[config.mk]
export PLATFORM = sky130hd
export DESIGN_NAME = mem_port
export DESIGN_NICKNAME = d
export VERILOG_FILES = /design/src/logic/mem_port.sv
export SDC_FILE = /design/constraint.sdc
export NUM_CORES = 1
export LEC_CHECK = 0
export BUFFER_PORTS_ARGS = -buffer_cell sky130_fd_sc_hd__buf_2
export CAP_MARGIN = 15
export CORE_AREA = 2 2 110 112
export CTS_CLUSTER_DIAMETER = 40
export CTS_CLUSTER_SIZE = 28
export DETAILED_ROUTE_END_ITERATION = 10
export DIE_AREA = 0 0 112 114
export GPL_TIMING_DRIVEN = 0
export HOLD_SLACK_MARGIN = 0.02
export PLACE_DENSITY = 0.75
export SYNTH_ARGS = -nofsm -noshare
export SYNTH_HDL_FRONTEND = slang
export SYNTH_SLANG_ARGS = --single-unit
export TNS_END_PERCENT = 10
[constraint.sdc]
create_clock -name clk -period 4 [get_ports clk]
set_input_delay 1.2 -clock clk [delete_from_list [all_inputs] [get_ports clk]]
set_output_delay 1.2 -clock clk [all_outputs]
set_load 0.01 [all_outputs]
[src/logic/mem_port.sv]
`default_nettype none

module mem_port #(
  parameter int LOAD_RS_DEPTH = 3
) (
  input  logic                     clk,
  input  logic                     rst_n,
  input  logic                     flush,
  input  logic                     rd_req,
  input  logic [31:0]              rd_addr,
  input  logic [LOAD_RS_DEPTH-1:0] rd_idx,
  output logic                     rd_done,
  output logic [LOAD_RS_DEPTH-1:0] rd_done_idx,
  output logic [31:0]              rd_data,
  input  logic                     wr_req,
  input  logic [31:0]              wr_addr,
  input  logic [31:0]              wr_data,
  input  logic [3:0]               wr_strb,
  output logic                     store_drain,
  output logic [31:0]              araddr,
  output logic                     arvalid,
  input  logic                     arready,
  input  logic [31:0]              rdata,
  input  logic                     rvalid,
  output logic                     rready,
  output logic [31:0]              awaddr,
  output logic                     awvalid,
  input  logic                     awready,
  output logic [31:0]              wdata,
  output logic [3:0]               wstrb,
  output logic                     wvalid,
  input  logic                     wready,
  input  logic                     bvalid,
  output logic                     bready
);

  typedef enum logic [1:0] {
    st_idle,
    st_read,
    st_write,
    st_resp
  } state_e;

  state_e                   state;
  logic                     is_read;
  logic                     discard;
  logic                     aw_done;
  logic                     w_done;
  logic                     aw_fire;
  logic                     w_fire;
  logic [31:0]              addr_q;
  logic [31:0]              data_q;
  logic [3:0]               strb_q;
  logic [LOAD_RS_DEPTH-1:0] idx_q;

  assign aw_fire = awvalid && awready;
  assign w_fire  = wvalid && wready;

  always_ff @(posedge clk or negedge rst_n) begin
    if (!rst_n) begin
      state   <= st_idle;
      is_read <= 1'b0;
      discard <= 1'b0;
      aw_done <= 1'b0;
      w_done  <= 1'b0;
    end else begin
      case (state)
        st_idle: begin
          // loads go first
          if (rd_req) begin
            is_read <= 1'b1;
            discard <= flush;
            state   <= st_read;
          end else if (wr_req) begin
            is_read <= 1'b0;
            aw_done <= 1'b0;
            w_done  <= 1'b0;
            state   <= st_write;
          end
        end
        st_read: begin
          if (flush) begin
            discard <= 1'b1;
          end
          if (arready) begin
            state <= st_resp;
          end
        end
        st_write: begin
          if (aw_fire) begin
            aw_done <= 1'b1;
          end
          if (w_fire) begin
            w_done <= 1'b1;
          end
          if ((aw_done || aw_fire) && (w_done || w_fire)) begin
            state <= st_resp;
          end
        end
        default: begin
          if (flush) begin
            discard <= 1'b1;
          end
          if (is_read ? rvalid : bvalid) begin
            state <= st_idle;
          end
        end
      endcase
    end
  end

  // request payload, word aligned
  always_ff @(posedge clk) begin
    if (state == st_idle) begin
      if (rd_req) begin
        addr_q <= {rd_addr[31:2], 2'b00};
        idx_q  <= rd_idx;
      end else if (wr_req) begin
        addr_q <= {wr_addr[31:2], 2'b00};
        data_q <= wr_data;
        strb_q <= wr_strb;
      end
    end
  end

  assign araddr  = addr_q;
  assign arvalid = state == st_read;
  assign rready  = state == st_resp && is_read;
  assign awaddr  = addr_q;
  assign awvalid = state == st_write && !aw_done;
  assign wdata   = data_q;
  assign wstrb   = strb_q;
  assign wvalid  = state == st_write && !w_done;
  assign bready  = state == st_resp && !is_read;

  // flushed reads finish silently
  assign rd_done     = rready && rvalid && !discard;
  assign rd_done_idx = idx_q;
  assign rd_data     = rdata;
  assign store_drain = bready && bvalid;

endmodule

`default_nettype wire

==> results.json <==
{
  "fin_cells": 633,
  "numClockSinks": 75,
  "drt_first_pass_iters": 4,
  "synthesis.area_mm2": 0.00339,
  "grt_start_max_net_pins": 30,
  "drive_above_1_share_pct": 75.1,
  "outcome": "finished clean",
  "core_area_mm2": 0.0117,
  "slowest_stage": "and4b_1",
  "initial_core_util_pct": 29.0,
  "grt_pass1_vias": 2425,
  "tightest_slew_ns": 0.550,
  "setup_viol": 0,
  "period_needed_ns": 2.89,
  "die_h_um": 114,
  "worst-path-buf-inv": 2,
  "placementRows": 40,
  "crit_chain": "buf_2 > and4b_1 > buf_2",
  "syn_to_final_growth_pct": 52.9,
  "dr.first_iter.drc_count": 82,
  "num_vias": 2589,
  "maxCapViolCount": 0,
  "post_drt_wl_per_cell_um": 14.4,
  "arrival_ns": 1.69,
  "path_clk_slew_ns": 0.06,
  "syn-instance-count": 220,
  "finalNetCount": 631,
  "synth_edf_count": 69,
  "root_buffer": "clkbuf_16",
  "cts_buffers": 9,
  "peakVddDrop_uv": 213,
  "setup-tns-final_ns": 0,
  "rsz0062_at_grt": "false",
  "syn_area_per_cell_um2": 15.4,
  "portBuffers": 245,
  "synth_seq_cells": 75,
  "clk_path_buf_depth": 2,
  "grt.total_usage_pct": 13.0,
  "drv_slew": 0,
  "final_common_cell": "buf_2",
  "cpMostUsedCell": "buf_2",
  "cts_hold_buf": 0,
  "yosysWarnings": 0,
  "tritoncts": "built",
  "power_mw": 2.87,
  "leakage_nw": 2.48,
  "crit_type": "primary input to output port",
  "crit_path_end_kind": "output port",
  "clkLatencyLatePin_ns": 0.33,
  "viasPerCell": 4.09,
  "final_cell_mix": "buf_2, edfxtp_1, buf_4, mux2_2, clkbuf_16",
  "placedCellCount": 617,
  "fin_util_pct": 44.3,
  "period_share_pct": 72.3,
  "async_flop_share_pct": 8.00,
  "n_antenna_cell": 0,
  "fillers": 1080,
  "drc_errors": 0,
  "powerDensity_mw_per_mm2": 553,
  "post-cts-setup-buffers": 0,
  "synthFlopType": "edfxtp_1",
  "hold_violations": 0,
  "globalRoute.totalOverflow": 0,
  "skew_ns": 0.00566,
  "htree_num_levels": 3,
  "cp_top_family": "buffers and inverters",
  "ys_types": 28,
  "ctsResizeCount": 0,
  "hp-class": "flip-flop to flip-flop",
  "path_max_fanout": 2,
  "critPathLaunchType": "primary input",
  "antenna_found_initial": 0,
  "ioPinCount": 287,
  "relSlewSlack_pct": 63.3,
  "gp_congestion": 0.840,
  "finalWirelength_um": 9080,
  "fmax_mhz": 346,
  "grt_pass1_wl_um": 12500,
  "die_w_um": 112,
  "ys_seq_area_share_pct": 65.5,
  "worst_path_largest_cell_delay_ns": 0.24,
  "ant_nets": 0,
  "worstPathRequired_ns": 2.80,
  "dieArea_mm2": 0.0128,
  "place.detailed.hpwl_um": 7530
}
## Yosys cell counts, types with 2 or more instances
cell type | number | share of area (%)
edfxtp_1 | 69 | 61
buf_4 | 66 | 15
mux2_2 | 31 | 10
nor2_1 | 7 | 0.78
a21oi_1 | 6 | 0.89
dfrtp_1 | 6 | 4.4
inv_1 | 6 | 0.66
ha_1 | 5 | 1.8
nand2_1 | 3 | 0.33
buf_2 | 2 | 0.30
o21ai_0 | 2 | 0.30
## report_power, final
group          leakage [nW]  switching [mW]  internal, mW
Combinational          1.63           0.438         0.447
Sequential            0.707          0.0808          1.05
Clock                 0.147           0.309         0.544
## metrics by stage
stage	area (µm²)	hold WS (ns)	setup WS (ns)
3_5_place_dp	4870	0.558	1.10
4_1_cts	5180	0.574	1.10
3_3_place_gp	4810	0.532	0.710
5_1_grt	5180	0.609	1.08
2_1_floorplan	3400	0.501	1.18
6_report	5180	0.570	1.11
## routing by layer
layer,track usage (%),routed length (µm),vias up
met5,0,0,-
met4,5.93,144,0
met3,2.92,585,12
met2,23.0,4860,135
met1,15.1,3490,1206
li1,-,-,1236
## sequential cells by signal, indices dropped and copies added, names as in the netlist
signal and count:
wdata 32, araddr 30, wstrb 4, rd_done_idx 3, state 2, aw_done 1
discard 1, is_read 1, w_done 1
## final cells by class
type | count | area, µm² | area share, %
timing repair buffer | 247 | 1280 | 24.7
sequential | 75 | 2220 | 42.9
clock inverter | 7 | 91.3 | 1.76
tap | 147 | 184 | 3.55
clock buffer | 9 | 225 | 4.34
inverter | 6 | 22.5 | 0.434
buffer | 70 | 520 | 10.0
multi-input combinational | 72 | 637 | 12.3
## worst min-delay path, delay by kind of cell (launching register included)
kind	cells	cell delay [ns]
compound gates	2	0.16
flops	1	0.37
## path summary, 6_finish.rpt
kind / depth (start not counted) / endpoint / start / slack, ns
max: 3 / rd_done / rvalid / 1.11
min: 2 / discard / discard / 0.57
max reg2reg: 6 / wstrb[1] / state[1] / 1.96
min reg2reg: 2 / discard / discard / 0.57
max in group asynchronous: 1 / is_read / rst_n / 3.15
min in group asynchronous: 1 / w_done / rst_n / 0.70
## logic make-up after synthesis
group           Yosys count  share of synthesized area (%)
buf+inv                  76                           16.0
flops                    75                           65.5
other cells               1                          0.111
compound gates           14                           2.80
fa+ha+maj                 5                           1.85
simple gates             16                           2.66
mux                      33                           11.0
(Power assumes the default switching activity.)
