--- config.mk ---
export PLATFORM = sky130hd
export DESIGN_NAME = store_queue
export DESIGN_NICKNAME = d
export VERILOG_FILES = /design/src/logic/lsu_pkg.sv /design/src/logic/store_queue.sv
export SDC_FILE = /design/constraint.sdc
export NUM_CORES = 1
export LEC_CHECK = 0
export ABC_CLOCK_PERIOD_IN_PS = 7500
export BUFFER_PORTS_ARGS = -buffer_cell sky130_fd_sc_hd__buf_2
export CAP_MARGIN = 20
export CORE_ASPECT_RATIO = 0.5
export CORE_MARGIN = 1.5
export CORE_UTILIZATION = 52
export CTS_BUF_LIST = sky130_fd_sc_hd__clkbuf_8
export DETAILED_ROUTE_END_ITERATION = 12
export HOLD_SLACK_MARGIN = 0.08
export PLACE_DENSITY = 0.78
export SYNTH_ARGS = -nofsm -noshare
export SYNTH_HDL_FRONTEND = slang
export SYNTH_SLANG_ARGS = --single-unit
--- constraint.sdc ---
create_clock -name clk -period 7.5 [get_ports clk]
set_input_delay 1.875 -clock clk [delete_from_list [all_inputs] [get_ports clk]]
set_output_delay 1.875 -clock clk [all_outputs]
set_load 0.005 [all_outputs]
--- src/logic/lsu_pkg.sv ---
`default_nettype none

package lsu_pkg;

  // reorder buffer tag width
  localparam int ROB_DEPTH = 3;

  typedef logic [ROB_DEPTH-1:0] rob_idx_t;

  // RV32I load width codes
  typedef enum logic [2:0] {
    lb_mem  = 3'b000,
    lh_mem  = 3'b001,
    lw_mem  = 3'b010,
    lbu_mem = 3'b100,
    lhu_mem = 3'b101
  } mem_funct3_e;

  // stores share the low three codes
  localparam mem_funct3_e sb_mem = lb_mem;
  localparam mem_funct3_e sh_mem = lh_mem;
  localparam mem_funct3_e sw_mem = lw_mem;

  // one data word seen as bytes or as halves
  typedef union packed {
    logic [3:0][7:0]  bytes;
    logic [1:0][15:0] halves;
  } mem_word_u;

  typedef struct packed {
    mem_funct3_e funct3;
    logic [31:0] imm;
    rob_idx_t    target;
    rob_idx_t    rs1_tag;
    logic        rs1_ready;
    logic [31:0] rs1_value;
  } load_issue_t;

  // addr is the byte address, low bits pick the lane
  typedef struct packed {
    mem_funct3_e funct3;
    logic [31:0] addr;
    logic [31:0] data;
  } store_issue_t;

  typedef struct packed {
    logic        valid;
    rob_idx_t    tag;
    logic [31:0] value;
  } cdb_t;

endpackage

`default_nettype wire
--- src/logic/store_queue.sv ---
`default_nettype none

module store_queue #(
  parameter int STORE_Q_DEPTH = 3
) (
  input  logic                     clk,
  input  logic                     rst_n,
  input  logic                     flush,
  input  logic                     issue_valid,
  input  lsu_pkg::store_issue_t    issue,
  input  logic                     commit,
  input  logic                     store_drain,
  output logic [STORE_Q_DEPTH-1:0] head,
  output logic [STORE_Q_DEPTH:0]   count,
  output logic [31:0]              slot_addr[2**STORE_Q_DEPTH],
  output logic                     slot_valid[2**STORE_Q_DEPTH],
  output logic                     wr_req,
  output logic [31:0]              wr_addr,
  output logic [31:0]              wr_data,
  output logic [3:0]               wr_strb,
  output logic                     full
);
  import lsu_pkg::*;

  localparam int NUM_SLOTS = 2 ** STORE_Q_DEPTH;

  logic [STORE_Q_DEPTH-1:0] tail;
  logic [STORE_Q_DEPTH:0]   cmt_count;
  logic [STORE_Q_DEPTH:0]   cmt_next;
  logic                     push;
  mem_word_u                lane;
  logic [3:0]               strb;
  logic [31:0]              data_q[NUM_SLOTS];
  logic [3:0]               strb_q[NUM_SLOTS];

  assign full     = count == (STORE_Q_DEPTH+1)'(NUM_SLOTS);
  assign push     = issue_valid && !full;
  assign cmt_next = cmt_count + (STORE_Q_DEPTH+1)'(commit) - (STORE_Q_DEPTH+1)'(store_drain);

  // place store data in its byte lane
  always_comb begin
    lane = '0;
    strb = '0;
    case (issue.funct3)
      sb_mem: begin
        lane.bytes[issue.addr[1:0]] = issue.data[7:0];
        strb = 4'b0001 << issue.addr[1:0];
      end
      sh_mem: begin
        lane.halves[issue.addr[1]] = issue.data[15:0];
        strb = 4'b0011 << {issue.addr[1], 1'b0};
      end
      default: begin
        lane = issue.data;
        strb = 4'b1111;
      end
    endcase
  end

  always_comb begin
    logic [STORE_Q_DEPTH-1:0] offset;
    for (int i = 0; i < NUM_SLOTS; i++) begin
      offset        = (STORE_Q_DEPTH)'(i) - head;
      slot_valid[i] = {1'b0, offset} < count;
    end
  end

  always_ff @(posedge clk or negedge rst_n) begin
    if (!rst_n) begin
      head      <= '0;
      tail      <= '0;
      count     <= '0;
      cmt_count <= '0;
    end else begin
      if (store_drain) begin
        head <= head + 1'b1;
      end
      cmt_count <= cmt_next;
      if (flush) begin
        // committed stores survive
        tail  <= head + cmt_count[STORE_Q_DEPTH-1:0] + (STORE_Q_DEPTH)'(commit);
        count <= cmt_next;
      end else begin
        if (push) begin
          tail <= tail + 1'b1;
        end
        count <= count + (STORE_Q_DEPTH+1)'(push) - (STORE_Q_DEPTH+1)'(store_drain);
      end
    end
  end

  always_ff @(posedge clk) begin
    if (push) begin
      slot_addr[tail] <= issue.addr;
      data_q[tail]    <= lane;
      strb_q[tail]    <= strb;
    end
  end

  // head drains once committed
  assign wr_req  = cmt_count != '0;
  assign wr_addr = slot_addr[head];
  assign wr_data = data_q[head];
  assign wr_strb = strb_q[head];

endmodule

`default_nettype wire

==> results.cfg <==
[floorplan]
chipWidth_um = 295.6
design.core.area_mm2 = 0.04211
fp.dieArea_mm2 = 0.04413
top_ports = 414
placement_rows = 53
start_util_pct = 52.86
die_height_um = 149.3

[logic_synthesis]
synth.net_count = 1257
synth_enable_flop_cells = 544
yosys_most_used_dff = sky130_fd_sc_hd__edfxtp_1
ys_ff_latch = 558
syn-cell-area_mm2 = 0.02226
post_synth_inst_count = 1155
synth.yosys.seq_area_share_pct = 74.97
number_of_warning_messages_in_the_yosys_log = 0
async_set_reset_flop_share_out_of_synthesis_pct = 2.509
yosys.cell_types.count = 37
postSynthAreaPerCell_um2 = 19.27

[timing]
worst-slew-pin-transition_ps = 1170
setup-tns-final_ps = 0
final_max_slew_viol_count = 0
finClkSkew_ps = 20.79
grt_setup_unrepaired = no
fmax_mhz = 196.0
setup_viol_count_final = 0
final_min_period_over_clock_period_pct = 68.02
final.min_clock_period_ps = 5101
slew-limit-headroom_pct = 22.03
hold_viol_final = 0

[routing]
total_via_count_after_detailed_routing = 13080
first_pass_iters = 5
drt_drc_violations_left = 0
antenna_left = 0
route.final.wire_length_um = 57160
initial_drt_markers = 1224
wire_per_inst_um = 25.47
detail_route.vias_per_cell = 5.829

[global_routing]
grt_first_pass_wirelength_um = 82770
grt_antenna_before_repair = 3
grt_start_max_net_pins = 75
grt_pass1_vias = 13010
gr-total-overflow = 0
grt.total_usage_pct = 25.72

[worst_setup_path]
crit_path_max_fanout = 47
timing.reg2reg.setup_slack_ps = 4000
required_ps = 5620
critPathLaunchType = flop
startpoint_to_endpoint_class_of_the_critical_path = flop to output port
endpoint_class_of_the_critical_path = output port
worst_r2r_startpoint = count[2]
r2r_end = slot_addr[224]
worst_ep_arrival_time_ps = 3230
worst-r2r-cell-count = 6

[clock_tree]
tritoncts.num_buffers = 77
cts_repair_resize_count = 0
cts-root-buf = sky130_fd_sc_hd__clkbuf_8
clock_sink_count = 558
worstSkewPairLatency_ps = 620
cts_buffer_depth = 3
postCtsHoldBufs = 0
clk_pin_slew_ps = 70
tritoncts = done
ctsHtreeMaxLevel = 3
post-cts-setup-buffer-count = 0

[layout]
area_growth_synth_to_finish_pct = 18.25
antenna-diode-count = 0
num-nets-final = 1713
fillerInstances = 2928
final_cell_area_mm2 = 0.02632
stdcell_count = 2244
final_layout_size_suffix_gt1_share_pct = 40.79

[worst_hold_path]
hold_wc_path_type = flop to flop
depth_of_the_worst_hold_timing_path = 3
hold-path-endpoint = cmt_count[3]
min_from = cmt_count[3]

[power]
p_leak_nw = 9.812
cellPowerDensity_mw_per_mm2 = 366.3
totalPowerFinal_w = 0.009639
peakVddDrop_mv = 0.2343

[run_status]
outcome = completed

[flow_run]
max_cap_viol_count = 0

[placement]
gpl.final_weighted_congestion = 0.9031
post-place-cells = 2105
post-dp-hpwl_um = 35640
port_buffers = 413
placedInstanceArea_mm2 = 0.02495
[synthesized netlist by cell type, types with 2 or more instances]
master                     instances  area (um^2)
sky130_fd_sc_hd__nand2_1         223        837.1
sky130_fd_sc_hd__a222oi_1          7        70.07
sky130_fd_sc_hd__o21ai_0          15        75.07
sky130_fd_sc_hd__o21bai_1          2        15.01
sky130_fd_sc_hd__buf_6            11        123.9
sky130_fd_sc_hd__nor2_1            8        30.03
sky130_fd_sc_hd__a21o_1            4        30.03
sky130_fd_sc_hd__dfrtp_1          14        350.3
sky130_fd_sc_hd__a22oi_1           8        60.06
sky130_fd_sc_hd__xnor2_1           7        61.31
sky130_fd_sc_hd__fa_1              4        80.08
sky130_fd_sc_hd__xor2_1            6        52.55
sky130_fd_sc_hd__edfxtp_1        544        16340
sky130_fd_sc_hd__mux4_2          136         3063
sky130_fd_sc_hd__a22o_1            8        70.07
sky130_fd_sc_hd__a21oi_1          10        50.05
sky130_fd_sc_hd__ha_1             25        312.8
sky130_fd_sc_hd__nand2b_1          5        31.28
sky130_fd_sc_hd__inv_1            28        105.1
sky130_fd_sc_hd__mux2i_1           3        30.03
sky130_fd_sc_hd__nor3_1            4        20.02
sky130_fd_sc_hd__clkbuf_1         22        82.58
sky130_fd_sc_hd__and2_1            8        50.05
sky130_fd_sc_hd__or2_2             8        50.05
sky130_fd_sc_hd__nor2b_1          10        62.56
sky130_fd_sc_hd__buf_2            23        115.1
sky130_fd_sc_hd__mux2_2            2        22.52
[through the flow]
stage / utilization (%) / setup WS [ps] / hold slack, ps
6_report: 62.50 / 2399 / 672.8
5_1_grt: 62.50 / 2251 / 689.1
4_1_cts: 62.42 / 2383 / 673.2
3_5_place_dp: 59.25 / 3069 / 663.9
3_3_place_gp: 59.25 / 3081 / 650.5
2_1_floorplan: - / 176.8 / 616.1
[layer usage]
| metal | routed length (um) | global-route usage [%] | vias up |
|---|---|---|---|
| met5 | 13 | 0 | - |
| li1 | - | - | 5470 |
| met3 | 4300 | 4.991 | 149 |
| met4 | 2187 | 10.72 | 2 |
| met1 | 21610 | 33.71 | 6784 |
| met2 | 29050 | 42.81 | 676 |
[layout make-up]
class | instances | area, um^2 | area share, %
clock buffers | 77 | 1060 | 4.027
clock inverters | 58 | 274.0 | 1.041
inverters | 29 | 108.9 | 0.4136
multi-input cells | 512 | 5199 | 19.75
flip-flops and latches | 558 | 16700 | 63.44
well taps | 577 | 721.9 | 2.743
repair buffers | 433 | 2258 | 8.581
[state kept, by name, summed over array words and instances, names as in the netlist]
signal / cells
cmt_count: 4
tail: 3
strb_q: 32
slot_addr: 256
head: 3
count: 4
data_q: 256
[cells in the final DEF (no fill, tap or decap), drive strengths merged, types with 2 or more instances in the layout]
cell type,instances
xor2,6
fa,4
o21bai,2
mux2i,3
clkinv,19
a222oi,7
buf,431
nor2b,10
mux2,2
xnor2,7
mux4,136
a22o,8
edfxtp,544
o21ai,16
ha,25
nand2,223
and2,8
or2,8
dfrtp,14
nor3,4
inv,63
nor3b,2
a21o,4
clkinvlp,4
a22oi,8
a21oi,10
nor2,8
clkbuf,79
nand2b,5
[critical path, stage by stage, from the launching register on]
cell	delay, ps
sky130_fd_sc_hd__dfrtp_4	750
sky130_fd_sc_hd__inv_2	830
sky130_fd_sc_hd__buf_4	560
sky130_fd_sc_hd__nand2_1	100
sky130_fd_sc_hd__nand2_1	140
sky130_fd_sc_hd__buf_2	130
[cells by family (layout without fill, tap and decap cells)]
| group | count (synthesis) | count (layout) | share of synthesized area, % |
|---|---|---|---|
| xor+xnor | 13 | 13 | 0.5116 |
| compound gates | 56 | 56 | 1.726 |
| mux | 141 | 141 | 14.00 |
| flops | 558 | 558 | 74.97 |
| buf+inv | 85 | 597 | 1.934 |
| simple gates | 273 | 273 | 5.099 |
| fa+ha+maj | 29 | 29 | 1.765 |
[report_power, final]
group          switching (W)  total, W  leakage (nW)  internal (W)
Sequential          0.000339   0.00429          5.11       0.00395
Clock                0.00110   0.00209         0.787      0.000995
Combinational        0.00176   0.00326          3.92       0.00150
Total                0.00319   0.00964          9.81       0.00645
[worst max path at each step]
stage	startpoint	to	slack [ps]	cells past startpoint
after CTS	head[0]	wr_data[30]	2380	5
after global placement	head[0]	wr_data[19]	3080	5
after detailed placement	head[0]	wr_data[30]	3070	5
after global routing	head[0]	wr_data[19]	2250	5
after floorplan	issue_valid	data_q[2][0]	180	3
final	head[2]	wr_data[6]	2400	5
Power figures use the tool's default switching activity.
